===== config.mk =====
export PLATFORM = sky130hd
export DESIGN_NAME = nes_bus_top
export DESIGN_NICKNAME = d
export VERILOG_FILES = /design/src/rtl/nes_bus_pkg.sv /design/src/rtl/cpu_clock_gen.sv /design/src/rtl/sprite_dmc_dma.sv /design/src/rtl/cpu_bus_mux.sv /design/src/rtl/nes_bus_top.sv
export SDC_FILE = /design/constraint.sdc
export NUM_CORES = 1
export LEC_CHECK = 0
export BUFFER_PORTS_ARGS = -buffer_cell sky130_fd_sc_hd__buf_2
export CORE_ASPECT_RATIO = 0.6
export CORE_MARGIN = 1.5
export CORE_UTILIZATION = 40
export CTS_BUF_LIST = sky130_fd_sc_hd__clkbuf_8
export CTS_CLUSTER_SIZE = 40
export DETAILED_ROUTE_END_ITERATION = 8
export PLACE_DENSITY = 0.68
export SYNTH_ARGS = -nofsm -noshare
export SYNTH_HDL_FRONTEND = slang
export SYNTH_SLANG_ARGS = --single-unit
export TNS_END_PERCENT = 30

===== constraint.sdc =====
create_clock -name clk -period 3.29 [get_ports clk]
set_input_delay 0.658 -clock clk [delete_from_list [all_inputs] [get_ports clk]]
set_output_delay 0.658 -clock clk [all_outputs]
set_load 0.005 [all_outputs]

===== src/rtl/nes_bus_pkg.sv =====
package nes_bus_pkg;

	// Bus payloads
	typedef logic [15:0] addr_t;      // CPU address bus
	typedef logic [7:0]  byte_t;      // Data bus byte
	typedef logic [4:0]  pad_data_t;  // Serial bits from one controller port
	typedef logic [2:0]  pad_strobe_t; // OUT0..OUT2 pins of the 2A03

	// Master clock divider
	localparam int CPU_DIV_W = 5; // Wide enough for PAL's 16 as well
	localparam logic [CPU_DIV_W-1:0] CPU_DIV_NTSC = 5'd12; // 21.477 MHz / 12

	// Writing the page number here starts the OAM copy
	localparam addr_t OAM_DMA_ADDR = 16'h4014;

	// Every sprite DMA write lands on OAMDATA
	localparam addr_t OAM_DATA_ADDR = 16'h2004;

	// Controller ports
	localparam addr_t JOY1_ADDR = 16'h4016; // Strobe on write, port 1 on read
	localparam addr_t JOY2_ADDR = 16'h4017; // Port 2 on read

	// Upper 11 address bits of the $4000-$401F register window
	localparam logic [10:0] IO_PAGE = 11'b0100_0000_000;

endpackage


===== src/rtl/cpu_clock_gen.sv =====
`timescale 1ns/1ps

// CPU clock enable from the master clock
// Cyc 123456789ABC123456789ABC
// CPU -----------C-----------C
module cpu_clock_gen #(
	parameter logic [nes_bus_pkg::CPU_DIV_W-1:0] cpu_div = nes_bus_pkg::CPU_DIV_NTSC
) (
	input  logic clk,
	input  logic reset,
	output logic cpu_ce,    // One clk per CPU cycle
	output logic put_cycle, // 1 = odd/put, 0 = even/get
	output logic get_ce,    // Enable at the end of a get cycle
	output logic put_ce     // Enable at the end of a put cycle
);
	import nes_bus_pkg::*;

	logic [CPU_DIV_W-1:0] div_cnt; // Master clocks into this CPU cycle, counted from 1

	// Fire at the top of the count
	assign cpu_ce = (div_cnt == cpu_div);

	// Phase-qualified enables for the DMA and APU side
	assign get_ce = cpu_ce && !put_cycle;
	assign put_ce = cpu_ce && put_cycle;

	always_ff @(posedge clk) begin
		if (reset) begin
			div_cnt <= CPU_DIV_W'(1);
		end else if (cpu_ce) begin
			div_cnt <= CPU_DIV_W'(1); // Wrap back to the first master clock
		end else begin
			div_cnt <= div_cnt + 1'b1;
		end
	end

	// Get/put alternate on every CPU cycle
	// The first cycle after reset counts as odd
	always_ff @(posedge clk) begin
		if (reset) begin
			put_cycle <= 1'b1;
		end else if (cpu_ce) begin
			put_cycle <= !put_cycle;
		end
	end

endmodule


===== src/rtl/sprite_dmc_dma.sv =====
`timescale 1ns/1ps

// OAM page copy and DMC sample fetch
// Sprite reads happen on get cycles, writes to $2004 on put cycles
// A DMC fetch steals one get cycle, the put cycle after it stays idle
module sprite_dmc_dma (
	input  logic               clk,
	input  logic               reset,
	input  logic               cpu_ce,
	input  logic               put_cycle,
	input  logic               get_ce,
	input  logic               put_ce,
	input  nes_bus_pkg::addr_t cpu_addr,
	input  logic               cpu_rnw,
	input  nes_bus_pkg::byte_t cpu_dout,
	input  logic               dmc_trigger,  // Held by the DMC until it sees dmc_ack
	input  nes_bus_pkg::addr_t dmc_dma_addr,
	input  nes_bus_pkg::byte_t bus_rdata,    // Byte read by the DMA this cycle
	output nes_bus_pkg::addr_t dma_addr,
	output logic               dma_active,   // DMA owns the bus this cycle
	output logic               dma_read,     // 1 = read, 0 = write
	output nes_bus_pkg::byte_t dma_wdata,
	output logic               dmc_ack,
	output logic               pause_cpu
);
	import nes_bus_pkg::*;

	// Bit 0 halts the CPU, bit 1 means the copy loop is running
	localparam logic [1:0] SPR_IDLE = 2'b00;
	localparam logic [1:0] SPR_WAIT = 2'b01; // Halted, waiting for a CPU read cycle
	localparam logic [1:0] SPR_COPY = 2'b11;

	logic [1:0] spr_state;
	logic       dmc_state;   // DMC fetch owns the next get cycle
	logic       spr_full;    // Byte waiting to go to $2004
	addr_t      spr_addr;    // Source address, page from the $4014 write
	byte_t      spr_data;
	logic       spr_trigger;
	logic       spr_read;
	logic       spr_write;

	assign spr_trigger = cpu_ce && !cpu_rnw && (cpu_addr == OAM_DMA_ADDR);

	// The DMC may drop its request before the fetch, so ack follows the trigger
	assign dmc_ack = dmc_state && !put_cycle && dmc_trigger;

	assign spr_read  = (spr_state == SPR_COPY) && !put_cycle && !dmc_ack; // DMC wins the get slot
	assign spr_write = (spr_state == SPR_COPY) && put_cycle && spr_full;

	always_ff @(posedge clk) begin
		if (reset) begin
			spr_state <= SPR_IDLE;
			dmc_state <= 1'b0;
			spr_full  <= 1'b0;
		end else begin
			// DMC request is taken on a put cycle while the CPU reads
			if (!dmc_state && dmc_trigger && cpu_rnw && put_ce) begin
				dmc_state <= 1'b1;
			end else if (dmc_state && put_ce) begin
				dmc_state <= 1'b0;
			end

			case (spr_state)
				SPR_IDLE: if (spr_trigger) spr_state <= SPR_WAIT;
				SPR_WAIT: if (get_ce && cpu_rnw) spr_state <= SPR_COPY; // Alignment
				SPR_COPY: begin
					// Low byte wrapped and the last byte just went out
					if (put_ce && spr_full && spr_addr[7:0] == 8'h00) spr_state <= SPR_IDLE;
				end
				default: spr_state <= SPR_IDLE;
			endcase

			if (spr_read && get_ce) begin
				spr_full <= 1'b1;
			end else if (put_ce) begin
				spr_full <= 1'b0; // Written, or idle after a DMC steal
			end
		end
	end

	always_ff @(posedge clk) begin
		if (spr_state == SPR_IDLE && spr_trigger) begin
			spr_addr <= {cpu_dout, 8'h00};
		end else if (spr_read && get_ce) begin
			spr_addr[7:0] <= spr_addr[7:0] + 8'd1;
		end
		if (spr_read && cpu_ce) spr_data <= bus_rdata; // Held for the put cycle
	end

	assign pause_cpu  = spr_state[0] || dmc_trigger || dmc_state;
	assign dma_active = dmc_ack || spr_read || spr_write;
	assign dma_read   = !put_cycle;
	assign dma_wdata  = spr_data;
	assign dma_addr   = dmc_ack ? dmc_dma_addr : (put_cycle ? OAM_DATA_ADDR : spr_addr);

endmodule


===== src/rtl/cpu_bus_mux.sv =====
`timescale 1ns/1ps

// External side of the 2A03 bus
// Picks the master, drives the strobes, returns read data, handles $4016/$4017
module cpu_bus_mux (
	input  logic                     clk,
	input  logic                     reset,
	input  logic                     cpu_ce,
	input  logic                     put_ce,
	input  nes_bus_pkg::addr_t       cpu_addr,
	input  logic                     cpu_rnw,
	input  nes_bus_pkg::byte_t       cpu_dout,
	input  nes_bus_pkg::addr_t       dma_addr,
	input  logic                     dma_active,
	input  logic                     dma_read,
	input  nes_bus_pkg::byte_t       dma_wdata,
	input  nes_bus_pkg::byte_t       mem_din,
	input  nes_bus_pkg::pad_data_t   joypad1_data,
	input  nes_bus_pkg::pad_data_t   joypad2_data,
	output nes_bus_pkg::byte_t       bus_rdata,   // Byte the current master reads
	output nes_bus_pkg::byte_t       cpu_din,
	output nes_bus_pkg::addr_t       mem_addr,
	output logic                     mem_read,
	output logic                     mem_write,
	output nes_bus_pkg::byte_t       mem_wdata,
	output nes_bus_pkg::pad_strobe_t joypad_out,  // Controller strobe pins
	output logic [1:0]               joypad_clock // One clk per read of each port
);
	import nes_bus_pkg::*;

	logic        io_cs;
	logic        joy1_cs;
	logic        joy2_cs;
	logic        cpu_rd;    // CPU owns the bus and reads
	logic        cpu_wr;
	logic [2:0]  pad_hi;    // Undriven upper bits of a pad read
	byte_t       open_bus;  // Last value seen on the data bus
	pad_strobe_t joy_latch;

	// DMA takes the bus whole, otherwise the CPU drives it
	assign mem_addr  = dma_active ? dma_addr : cpu_addr;
	assign mem_read  = dma_active ? dma_read : cpu_rnw;
	assign mem_write = dma_active ? !dma_read : !cpu_rnw;
	assign mem_wdata = dma_active ? dma_wdata : cpu_dout;

	assign cpu_rd = !dma_active && cpu_rnw;
	assign cpu_wr = !dma_active && !cpu_rnw;

	// Controller ports sit in the $4000-$401F window
	assign io_cs   = (mem_addr[15:5] == IO_PAGE);
	assign joy1_cs = io_cs && (mem_addr[4:0] == JOY1_ADDR[4:0]);
	assign joy2_cs = io_cs && (mem_addr[4:0] == JOY2_ADDR[4:0]);

	// Pads drive only D0-D4
	// The CPU sees the decayed open bus above them, the DMA sees the memory side
	assign pad_hi = dma_active ? mem_din[7:5] : open_bus[7:5];

	always_comb begin
		if (joy1_cs && mem_read) begin
			bus_rdata = {pad_hi, joypad1_data};
		end else if (joy2_cs && mem_read) begin
			bus_rdata = {pad_hi, joypad2_data};
		end else begin
			bus_rdata = mem_din;
		end
	end

	assign cpu_din = bus_rdata; // CPU data input follows the shared read path

	// Bus capacitance keeps the last driven byte
	always_ff @(posedge clk) begin
		open_bus <= mem_write ? mem_wdata : bus_rdata;
	end

	// $4016 write sets OUT0-2, pins move on the next put edge
	always_ff @(posedge clk) begin
		if (reset) begin
			joy_latch    <= '0;
			joypad_out   <= '0;
			joypad_clock <= 2'b00;
		end else begin
			if (put_ce) joypad_out <= joy_latch;
			if (joy1_cs && cpu_wr) begin
				joy_latch <= cpu_dout[2:0];
				if (put_ce) joypad_out <= cpu_dout[2:0]; // Write lands on a put cycle
			end
			// Shift the pad once per completed CPU read of its port
			joypad_clock <= {joy2_cs && cpu_rd && cpu_ce, joy1_cs && cpu_rd && cpu_ce};
		end
	end

endmodule


===== src/rtl/nes_bus_top.sv =====
`timescale 1ns/1ps

// 2A03 bus side between the CPU core and the external bus
module nes_bus_top #(
	parameter logic [nes_bus_pkg::CPU_DIV_W-1:0] cpu_div = nes_bus_pkg::CPU_DIV_NTSC
) (
	input  logic                     clk,
	input  logic                     reset,
	input  nes_bus_pkg::addr_t       cpu_addr,
	input  logic                     cpu_rnw,
	input  nes_bus_pkg::byte_t       cpu_dout,
	input  logic                     dmc_trigger,
	input  nes_bus_pkg::addr_t       dmc_dma_addr,
	input  nes_bus_pkg::byte_t       mem_din,
	input  nes_bus_pkg::pad_data_t   joypad1_data,
	input  nes_bus_pkg::pad_data_t   joypad2_data,
	output logic                     cpu_ce,       // CPU core enable
	output logic                     pause_cpu,    // RDY low to the core
	output nes_bus_pkg::byte_t       cpu_din,
	output logic                     dmc_ack,
	output nes_bus_pkg::addr_t       mem_addr,
	output logic                     mem_read,
	output logic                     mem_write,
	output nes_bus_pkg::byte_t       mem_wdata,
	output nes_bus_pkg::pad_strobe_t joypad_out,
	output logic [1:0]               joypad_clock
);
	import nes_bus_pkg::*;

	logic  put_cycle;
	logic  get_ce;
	logic  put_ce;
	addr_t dma_addr;
	logic  dma_active;
	logic  dma_read;
	byte_t dma_wdata;
	byte_t bus_rdata; // Read data back to the DMA engine

	cpu_clock_gen #(.cpu_div(cpu_div)) u_clock_gen (
		.clk       (clk),
		.reset     (reset),
		.cpu_ce    (cpu_ce),
		.put_cycle (put_cycle),
		.get_ce    (get_ce),
		.put_ce    (put_ce)
	);

	sprite_dmc_dma u_dma (
		.clk          (clk),
		.reset        (reset),
		.cpu_ce       (cpu_ce),
		.put_cycle    (put_cycle),
		.get_ce       (get_ce),
		.put_ce       (put_ce),
		.cpu_addr     (cpu_addr),
		.cpu_rnw      (cpu_rnw),
		.cpu_dout     (cpu_dout),
		.dmc_trigger  (dmc_trigger),
		.dmc_dma_addr (dmc_dma_addr),
		.bus_rdata    (bus_rdata),
		.dma_addr     (dma_addr),
		.dma_active   (dma_active),
		.dma_read     (dma_read),
		.dma_wdata    (dma_wdata),
		.dmc_ack      (dmc_ack),
		.pause_cpu    (pause_cpu)
	);

	cpu_bus_mux u_bus (
		.clk          (clk),
		.reset        (reset),
		.cpu_ce       (cpu_ce),
		.put_ce       (put_ce),
		.cpu_addr     (cpu_addr),
		.cpu_rnw      (cpu_rnw),
		.cpu_dout     (cpu_dout),
		.dma_addr     (dma_addr),
		.dma_active   (dma_active),
		.dma_read     (dma_read),
		.dma_wdata    (dma_wdata),
		.mem_din      (mem_din),
		.joypad1_data (joypad1_data),
		.joypad2_data (joypad2_data),
		.bus_rdata    (bus_rdata),
		.cpu_din      (cpu_din),
		.mem_addr     (mem_addr),
		.mem_read     (mem_read),
		.mem_write    (mem_write),
		.mem_wdata    (mem_wdata),
		.joypad_out   (joypad_out),
		.joypad_clock (joypad_clock)
	);

endmodule


==> results of run 1 <==
==> cell families (layout without fill, tap and decap cells) <==
| kind of cell | count (synthesis) | count (layout) | share of synthesized area, % |
|---|---|---|---|
| and+or+nand+nor | 126 | 126 | 26.76 |
| DFF | 45 | 45 | 39.53 |
| AOI/OAI and AO/OA | 44 | 44 | 11.98 |
| buffers and inverters | 34 | 159 | 5.594 |
| muxes | 26 | 26 | 11.00 |
| xor gates and xnor gates | 10 | 10 | 3.264 |
| adders and majority gates | 4 | 4 | 1.865 |
==> power breakdown <==
group | total, mW | internal [mW] | switching [mW]
clock | 0.416 | 0.221 | 0.194
combinational | 0.165 | 0.0922 | 0.0732
sequential | 0.589 | 0.582 | 0.00617
total | 1.17 | 0.896 | 0.273
==> how the worst min path moves through the flow <==
stage / from / endpoint / slack [ns] / depth (start not counted)
after floorplan: u_bus.joy_latch[0]$_SDFFE_PP0P_ / u_bus.joy_latch[0]$_SDFFE_PP0P_ / 0.47 / 2
final: u_bus.joypad_out[1]$_SDFF_PP0_ / u_bus.joypad_out[1]$_SDFF_PP0_ / 0.50 / 2
after detailed placement: u_bus.joypad_out[1]$_SDFF_PP0_ / u_bus.joypad_out[1]$_SDFF_PP0_ / 0.49 / 2
after global placement: u_bus.joypad_out[2]$_SDFF_PP0_ / u_bus.joypad_out[2]$_SDFF_PP0_ / 0.49 / 2
after global routing: u_bus.joypad_out[1]$_SDFF_PP0_ / u_bus.joypad_out[1]$_SDFF_PP0_ / 0.53 / 2
after CTS: u_bus.joypad_out[2]$_SDFF_PP0_ / u_bus.joypad_out[2]$_SDFF_PP0_ / 0.50 / 2
==> cell type report <==
type | instances | area share [%]
Multi-Input combinational cell | 210 | 41.16
Sequential cell | 45 | 28.99
Timing Repair Buffer | 134 | 22.35
Tap cell | 84 | 2.862
Clock buffer | 5 | 1.874
Inverter | 17 | 1.738
Clock inverter | 3 | 1.022
==> per-stage QoR <==
step           instance area (um2)  setup WS (ns)  total power [mW]  hold WS (ns)
6_report                      3672       -0.04803             1.170        0.5020
5_1_grt                       3672        -0.1401             1.215        0.5276
4_1_cts                       3613       -0.01951             1.164        0.5036
3_5_place_dp                  3376        -0.1069            0.7511        0.4921
3_3_place_gp                  3376       -0.07352            0.7482        0.4886
2_1_floorplan                 2684         0.2112            0.6657        0.4700
==> routing by layer <==
metal	vias to the layer above	global-route usage, %	share of wire [%]
li1	1309	-	-
met1	1229	34.80	48
met2	119	34.98	43
met3	9	4.990	7.8
met4	0	6.579	1.1
met5	-	0	0
==> worst register-to-register path, stage by stage, from the launching register on <==
cell and delay, ns:
edfxtp_1 0.45, or4b_1 0.48, a32oi_1 0.27, o21ai_1 0.13, buf_4 0.15, buf_4 0.12, buf_4 0.12, buf_4 0.12
buf_4 0.12, buf_4 0.12, buf_4 0.12, nor3b_2 0.29, nand2_1 0.12, nor4_1 0.34
==> placed cells by master (no fill, tap or decap), types with 4 or more instances in the layout <==
cell and count:
buf_2 92, nand2_1 39, buf_4 30, dfxtp_1 26, nor2_1 23, inv_1 18, edfxtp_1 16, nand3_1 15
buf_6 12, o21ai_0 11, mux2_4 11, nor3_1 7, mux2i_1 7, xor2_1 7, a222oi_1 6, a21oi_1 6
nand4_1 5, mux2_2 5, clkbuf_8 5, ha_1 4
==> state kept, by name, summed over array words and instances, names as in the netlist <==
name	flops
u_bus.joy_latch	3
u_bus.joypad_clock	2
u_dma.dmc_state	1
u_dma.spr_full	1
u_dma.spr_state	2
u_dma.dma_wdata	8
u_bus.open_bus	3
u_dma.spr_addr	16
u_bus.joypad_out	3
u_clock_gen.div_cnt	5
u_clock_gen.put_cycle	1
==> repair_timing <==
item,CTS,global route
pin swaps,5,5
setup endpoints to repair,8,16
buffers inserted,9,1
hold endpoints to repair,0,0
resized for setup,14,12
==> results.ini, run 1 <==
[outcome]
outcome=finished with violations
failed_checks=setup timing

[min_path]
min_path_type=reg2reg

[setup_path]
critical_path_required_ns=2.63
crit_path_cell_trace=buf_6 -> or4_4 -> nor4_4 -> o21ai_1 -> nor2_1 -> nor4b_4 -> buf_6 -> mux2_4 -> buf_6
cp.buffers_inverters=3
crit-reg2reg-launch=u_dma.spr_addr[15]$_DFFE_PP_
ff2ff_setup_slack_ns=0.22
worst_path_dominant_cell_family=simple AND/OR/NAND/NOR gates
crit_end=cpu_din[1]
timing.critical_path.arrival_ns=2.68
cpMostUsedCell=buf_6
worstRegToRegCells=13
timing.critical_path.to_type=output pin
timing.critical_path.slowest_stage_cell=or4_4
critical_path_peak_fanout=5
count_of_cell_instances_traversed_by_the_critical_path=9
worstSetupPathType=in2out
reg2reg_to=u_bus.joypad_clock[0]$_SDFF_PP0_
setup.worst_path.start=cpu_addr[9]
cp-start-kind=primary input
slowest_delay_ns=0.53

[sta]
final_period_minus_worst_setup_slack_ns=3.338
setup_skew_ns=0.006349
fin_setup_tns_ns=-0.2823
final-max-slew-violation-count=0
period_share_pct=101.5
rsz0062_at_grt=yes
postLayoutSetupSlackWorst_ns=-0.04803
report.final.setup_viol=8
timing.slew.headroom_pct=58.77
max_clock_freq_mhz=299.6
timing_hold_violations_final=0
tightest_slew_ns=0.6147

[floorplanning]
top_level_ports=104
std_cell_rows=22
floorplan.die_area_um2=7226
die_w_um=108.7
core_region_area_um2=6304
initial_core_util_pct=42.58
chipHeight_um=66.45

[routing]
drc=0
viasPerCell=5.353
drt_first_iter_violations=171
postRouteAntennaNets=0
wl_per_cell_um=16.41
drt-pass1-iter-count=7
route.final.wire_length_mm=8.174
detailroute.via_count=2666

[clocking]
cts_tree=built
htree_levels=2
cts_buffer_depth=2
worst_skew_pair.late_latency_ns=0.31
cts_num_sinks=45
cts_inserted_buffers=5
cts_hold_buf=0
clkSlewWorstSetupHoldPaths_ns=0.08
cts.root.buffer_cell=clkbuf_8

[logic_synthesis]
syn-mean-instance-area_um2=9.287
synth-async-reset-ratio_pct=0
postSynth.topFlopCell=dfxtp_1
net_count_synth=355
syn_area_um2=2684
ys_seq_elements=45
edff_count_synth=16
synth_top_cells_by_count=nand2_1, dfxtp_1, nor2_1, inv_1, edfxtp_1
synth_area_leaders=dfxtp_1, edfxtp_1, nand2_1
synth.yosys.warnings=0
yosysSeqAreaShare_pct=39.53
synthDistinctLibCells=60
yosys.cell_count.top_type=nand2_1
synth.largest_area_cell=dfxtp_1
netlist.area_leader.share_pct=21.63
syn_inst=289

[cells_and_area]
multi_input_comb_area_um2=1511
final_cells=498
final_net_count=479
final_layout_size_suffix_gt1_share_pct=41.79
diodes=0
final_util_pct=58.26
area_growth_syn_to_layout_pct=36.83
num-fill-cells=572
seq_area_um2=1065

[global_routing]
global_route_wire_length_before_repair_mm=12.81
vias_in_the_first_global_route=2500
overall_global_routing_resource_usage_pct=23.76
overflow=0
antenna_violations_before_repair=0
grt_start_max_net_pins=19

[placement]
dpl.cell_count=480
io_buffer_count=103
finalWeightedCongestion=0.9005
detailed_place_hpwl_mm=6.350

[run]
max-cap-violations=0

[power]
max-vdd-ir-drop_mv=0.1715
power-per-cell-area_nw_per_um2=318.5
leakagePower_nw=1.650

Note: power is estimated with default switching activity, not from simulation.
==> run 2: changes to the inputs <==
Settings changed: CTS_BUF_LIST sky130_fd_sc_hd__clkbuf_8 to default.
==> run 2 against run 1 <==
The run still ends with setup timing left. Sequential share of layout area unchanged. Clock power barely moved. Sequential power about the same. Count of clock-buffer cells in the layout rose by 1. Critical path depth stayed put. Die area unchanged. Via count increased by 0.71%.
==> results.ini, run 2 (synthesized netlist as in run 1, its figures left out) <==
[setup_path]
crit-reg2reg-launch=u_dma.spr_addr[15]$_DFFE_PP_
worstSetupPathType=in2out
crit_path_cell_trace=buf_6 -> or4_4 -> nor4_4 -> o21ai_1 -> nor2_1 -> nor4b_4 -> buf_6 -> mux2_4 -> buf_6
timing.critical_path.to_type=output pin
timing.critical_path.arrival_ns=2.68
setup.worst_path.start=cpu_addr[9]
timing.critical_path.slowest_stage_cell=or4_4
slowest_delay_ns=0.53
ff2ff_setup_slack_ns=0.22
cp-start-kind=primary input
worst_path_dominant_cell_family=simple AND/OR/NAND/NOR gates
critical_path_peak_fanout=5
cp.buffers_inverters=3
count_of_cell_instances_traversed_by_the_critical_path=9
crit_end=cpu_din[3]
reg2reg_to=u_bus.joypad_clock[0]$_SDFF_PP0_
worstRegToRegCells=13
critical_path_required_ns=2.63
cpMostUsedCell=buf_6

[power]
max-vdd-ir-drop_mv=0.1707
power-per-cell-area_nw_per_um2=319.5
leakagePower_nw=1.645

[global_routing]
grtUsageMet2_pct=34.98
overflow=0
gr-usage-met1_pct=34.80
antenna_violations_before_repair=0
vias_in_the_first_global_route=2499
grt_start_max_net_pins=19
met3_routing_resource_usage_after_global_routing_pct=4.990
overall_global_routing_resource_usage_pct=23.76
grt-busiest-layer=met2
global_route_wire_length_before_repair_mm=12.80

[routing]
drt-pass1-iter-count=4
drc=0
drt_first_iter_violations=152
route.final.wire_length_mm=8.226
detailroute.via_count=2685
wl_per_cell_um=16.52
postRouteAntennaNets=0
viasPerCell=5.392

[clocking]
cts_hold_buf=0
cts_inserted_buffers=5
cts.root.buffer_cell=clkbuf_8
clkSlewWorstSetupHoldPaths_ns=0.09
cts_tree=built
htree_levels=2
cts_num_sinks=45
worst_skew_pair.late_latency_ns=0.30
cts_buffer_depth=2

[sta]
setup_skew_ns=0.004218
period_share_pct=101.4
rsz0062_at_grt=yes
timing.slew.headroom_pct=58.49
timing_hold_violations_final=0
max_clock_freq_mhz=299.8
fin_setup_tns_ns=-0.2877
report.final.setup_viol=8
final_period_minus_worst_setup_slack_ns=3.336
postLayoutSetupSlackWorst_ns=-0.04567
final-max-slew-violation-count=0
tightest_slew_ns=0.6189

[floorplanning]
top_level_ports=104
die_w_um=108.7
std_cell_rows=22
floorplan.die_area_um2=7226
core_region_area_um2=6304
chipHeight_um=66.45
initial_core_util_pct=42.58

[outcome]
failed_checks=setup timing
outcome=finished with violations

[cells_and_area]
largest_register=u_dma.spr_addr
diodes=0
area_growth_syn_to_layout_pct=36.83
mostFrequentLayoutCells=buf_2, nand2_1, buf_4
final_net_count=479
final_layout_size_suffix_gt1_share_pct=41.79
largest_register_ffs=16
finalInstanceArea_um2=3672
num-fill-cells=572
mostFrequentLayoutCell=buf_2

[placement]
finalWeightedCongestion=0.9005
detailed_place_hpwl_mm=6.350
io_buffer_count=103
place_area_um2=3376

[run]
max-cap-violations=0

[min_path]
cell_depth_of_the_worst_hold_path=2
hold_path.startpoint=u_bus.joypad_out[1]$_SDFF_PP0_
min_path_type=reg2reg

-- run 2: cell types whose count changed in the layout (fill, tap and decap cells not counted) --
cell / before / now
clkbuf_1: 0 / 1
inv_1: 18 / 17
-- run 2: how the worst min path moves through the flow --
stage                                            to  slack (ns)
finish               u_bus.joypad_out[1]$_SDFF_PP0_        0.50
detailed placement   u_bus.joypad_out[1]$_SDFF_PP0_        0.49
floorplan           u_bus.joy_latch[0]$_SDFFE_PP0P_        0.47
global route         u_bus.joypad_out[1]$_SDFF_PP0_        0.53
global placement     u_bus.joypad_out[2]$_SDFF_PP0_        0.49
CTS                  u_bus.joypad_out[2]$_SDFF_PP0_        0.50
-- run 2: power by group --
part           internal (mW)  switching (mW)  total, mW
Sequential             0.582         0.00616      0.589
Clock                  0.224           0.195      0.419
Combinational         0.0922          0.0733      0.166
-- run 2: through the flow --
stage	hold WS (ns)	std cells	util, %	setup WS (ns)	total power [mW]
floorplan	0.4700	289	-	0.2112	0.6657
global placement	0.4886	480	53.55	-0.07352	0.7482
detailed placement	0.4921	480	53.55	-0.1069	0.7511
CTS	0.5036	497	57.32	-0.01951	1.167
global route	0.5276	498	58.26	-0.1401	1.218
finish	0.5016	498	58.26	-0.04567	1.173
-- run 2: final cells by class --
| class | count | area, um2 | area share (%) |
|---|---|---|---|
| multi-input cells | 210 | 1511 | 41.16 |
| clock inverters | 2 | 33.78 | 0.9199 |
| well taps | 84 | 105.1 | 2.862 |
| clock buffers | 6 | 72.57 | 1.976 |
| inverters | 17 | 63.81 | 1.738 |
| flip-flops and latches | 45 | 1065 | 28.99 |
| repair buffers | 134 | 820.8 | 22.35 |
-- run 2: what timing repair did --
action | CTS | global route
gates cloned | 0 | 0
resized for setup | 14 | 12
endpoints found under the hold margin | 0 | 0
setup endpoints to repair | 8 | 16
pin swaps | 5 | 5
buffers inserted | 9 | 1
-- run 2: layer usage --
metal	wire length (um)	vias to the layer above
li1	-	1307
met1	3920	1247
met2	3527	123
met3	695	8
met4	83	0
met5	0	-
-- run 2: worst register-to-register path: stages (launching register included) --
cell,delay (ns)
edfxtp_1,0.45
or4b_1,0.48
a32oi_1,0.27
o21ai_1,0.13
buf_4,0.15
buf_4,0.12
buf_4,0.12
buf_4,0.12
buf_4,0.12
buf_4,0.12
buf_4,0.12
nor3b_2,0.30
nand2_1,0.12
nor4_1,0.33
==> run 3: changes to the inputs <==
Settings changed: CORE_MARGIN 1.5 to 2, CTS_BUF_LIST from default to sky130_fd_sc_hd__clkbuf_8.
==> run 3 against run 2 <==
The flow still finishes with violations (setup timing). Hold slack improved by 0.0030 ns. Maximum frequency is 1.1% lower. Routed wire length rose by 6.6%. Register-to-register slack better by 0.54 ns. Final cell count is 0.60% lower. Die area is 2.4% higher. Utilization is 3.0 points lower.
==> results.ini, run 3 (synthesized netlist as in run 1, its figures left out) <==
[sta]
final-max-slew-violation-count=0
postLayoutSetupSlackWorst_ns=-0.08263
max_clock_freq_mhz=296.5
final_period_minus_worst_setup_slack_ns=3.373
tightest_slew_ns=0.5981
report.final.setup_viol=4
fin_setup_tns_ns=-0.2391
hold_ws_ns=0.5045
setup_skew_ns=0.008657
timing_hold_violations_final=0
rsz0062_at_grt=yes
period_share_pct=102.5
timing.slew.headroom_pct=59.82

[floorplanning]
top_level_ports=104
initial_core_util_pct=40.73
core_region_area_um2=6590
std_cell_rows=23
die_w_um=109.7
chipHeight_um=67.45
floorplan.die_area_um2=7402

[cells_and_area]
mostFrequentLayoutCells=buf_2, nand2_1, dfxtp_1
mostFrequentLayoutCell=buf_2
diodes=0
finalInstanceArea_um2=3643
final_util_pct=55.29
final_layout_size_suffix_gt1_share_pct=42.16
largest_register_ffs=16
largest_register=u_dma.spr_addr
area_growth_syn_to_layout_pct=35.76
final_net_count=473

[outcome]
failed_checks=setup timing
outcome=finished with violations

[setup_path]
timing.critical_path.slowest_stage_cell=or4_4
cp-start-kind=primary input
critical_path_peak_fanout=3
setup.worst_path.start=cpu_addr[9]
worstSetupPathType=in2out
crit_path_cell_trace=buf_6 -> or4_4 -> nor4_4 -> nand4_1 -> nand4bb_4 -> nor2_4 -> mux2_4 -> buf_6
timing.critical_path.to_type=output pin
slowest_delay_ns=0.53
critical_path_required_ns=2.63
worst_path_dominant_cell_family=simple AND/OR/NAND/NOR gates
timing.critical_path.arrival_ns=2.71
cpMostUsedCell=buf_6
cp.buffers_inverters=2
crit-reg2reg-launch=u_dma.spr_addr[9]$_DFFE_PP_

[global_routing]
overall_global_routing_resource_usage_pct=24.10
antenna_violations_before_repair=0
vias_in_the_first_global_route=2578
grt_start_max_net_pins=18
overflow=0
global_route_wire_length_before_repair_mm=13.18

[routing]
route.final.wire_length_mm=8.768
wl_per_cell_um=17.71
detailroute.via_count=2712
postRouteAntennaNets=0
drt_first_iter_violations=263
drc=0
viasPerCell=5.479
drt-pass1-iter-count=5

[placement]
place_area_um2=3402
io_buffer_count=103
finalWeightedCongestion=0.9443
detailed_place_hpwl_mm=6.764

[power]
combinational_power_share_pct=15.3
power_mw=1.114
clkPwrFrac_pct=31.8
power-per-cell-area_nw_per_um2=305.8
intPower_mw=0.8278
max-vdd-ir-drop_mv=0.1547
power_switching_mw=0.2862
leakagePower_nw=1.625
sequentialPowerShare_pct=52.8
switching_share_pct=25.69

[min_path]
min_path_type=reg2reg
hold_path.startpoint=u_bus.joy_latch[0]$_SDFFE_PP0P_

[clocking]
cts_hold_buf=0
cts_buffer_depth=2
clkSlewWorstSetupHoldPaths_ns=0.09
worst_skew_pair.late_latency_ns=0.30
cts_inserted_buffers=5
htree_levels=2
cts.root.buffer_cell=clkbuf_8
cts_num_sinks=45
cts_tree=built

[run]
max-cap-violations=0

[run 3: cell count changes in the layout (fill, tap and decap cells not counted), sizes merged]
cell,before,now
buf,134,128
bufinv,1,0
clkbuf,6,5
inv,17,19
[run 3: timing repair]
item                                    CTS  global route
gates resized for setup                  20            10
pin swaps                                 4             7
setup buffers                             1             0
endpoints found under the setup margin    8             8
[run 3: layout make-up]
class,instances,area [um2]
tap,87,108.9
sequential,45,1064
clock inverter,3,20.02
fill,594,2947
inverter,17,63.81
timing repair buffer,128,775.7
clock buffer,5,68.82
multi-input combinational,210,1543
[run 3: metrics by stage]
step	std cells	worst slack, ns
after floorplan	289	0.2112
after global placement	486	-0.1159
after detailed placement	486	-0.1778
after CTS	495	-0.02963
after global routing	495	-0.1319
final	495	-0.08263
[run 3: routing by layer]
layer  share of wire (%)  track usage (%)
met1                  46            34.85
met2                  42            35.19
met3                  11            6.467
met4                 1.3            6.804
met5                   0                0
[run 3: worst register-to-register path, cell delays in order, from the launching register on]
cell	delay, ns
edfxtp_1	0.45
or4b_1	0.53
a32oi_1	0.30
nand4_1	0.15
nand4bb_4	0.25
buf_4	0.20
mux2_4	0.30
mux2_2	0.26
[run 3: path summary, 6_finish.rpt]
path / end / slack (ns) / cells after the start
worst max register to register: u_bus.open_bus[6]$_DFF_P_ / 0.76 / 7
worst max-delay path: cpu_din[7] / -0.08 / 8
worst min register to register: u_bus.joy_latch[0]$_SDFFE_PP0P_ / 0.50 / 2
worst min-delay path: u_bus.joy_latch[0]$_SDFFE_PP0P_ / 0.50 / 2
[run 3: power groups by stage]
stage | registers [mW] | logic (mW) | clock network (mW)
global route | 0.590 | 0.187 | 0.384
CTS | 0.588 | 0.165 | 0.358
floorplan | 0.600 | 0.0658 | 0
detailed placement | 0.601 | 0.154 | 0
global placement | 0.601 | 0.150 | 0
finish | 0.588 | 0.171 | 0.355
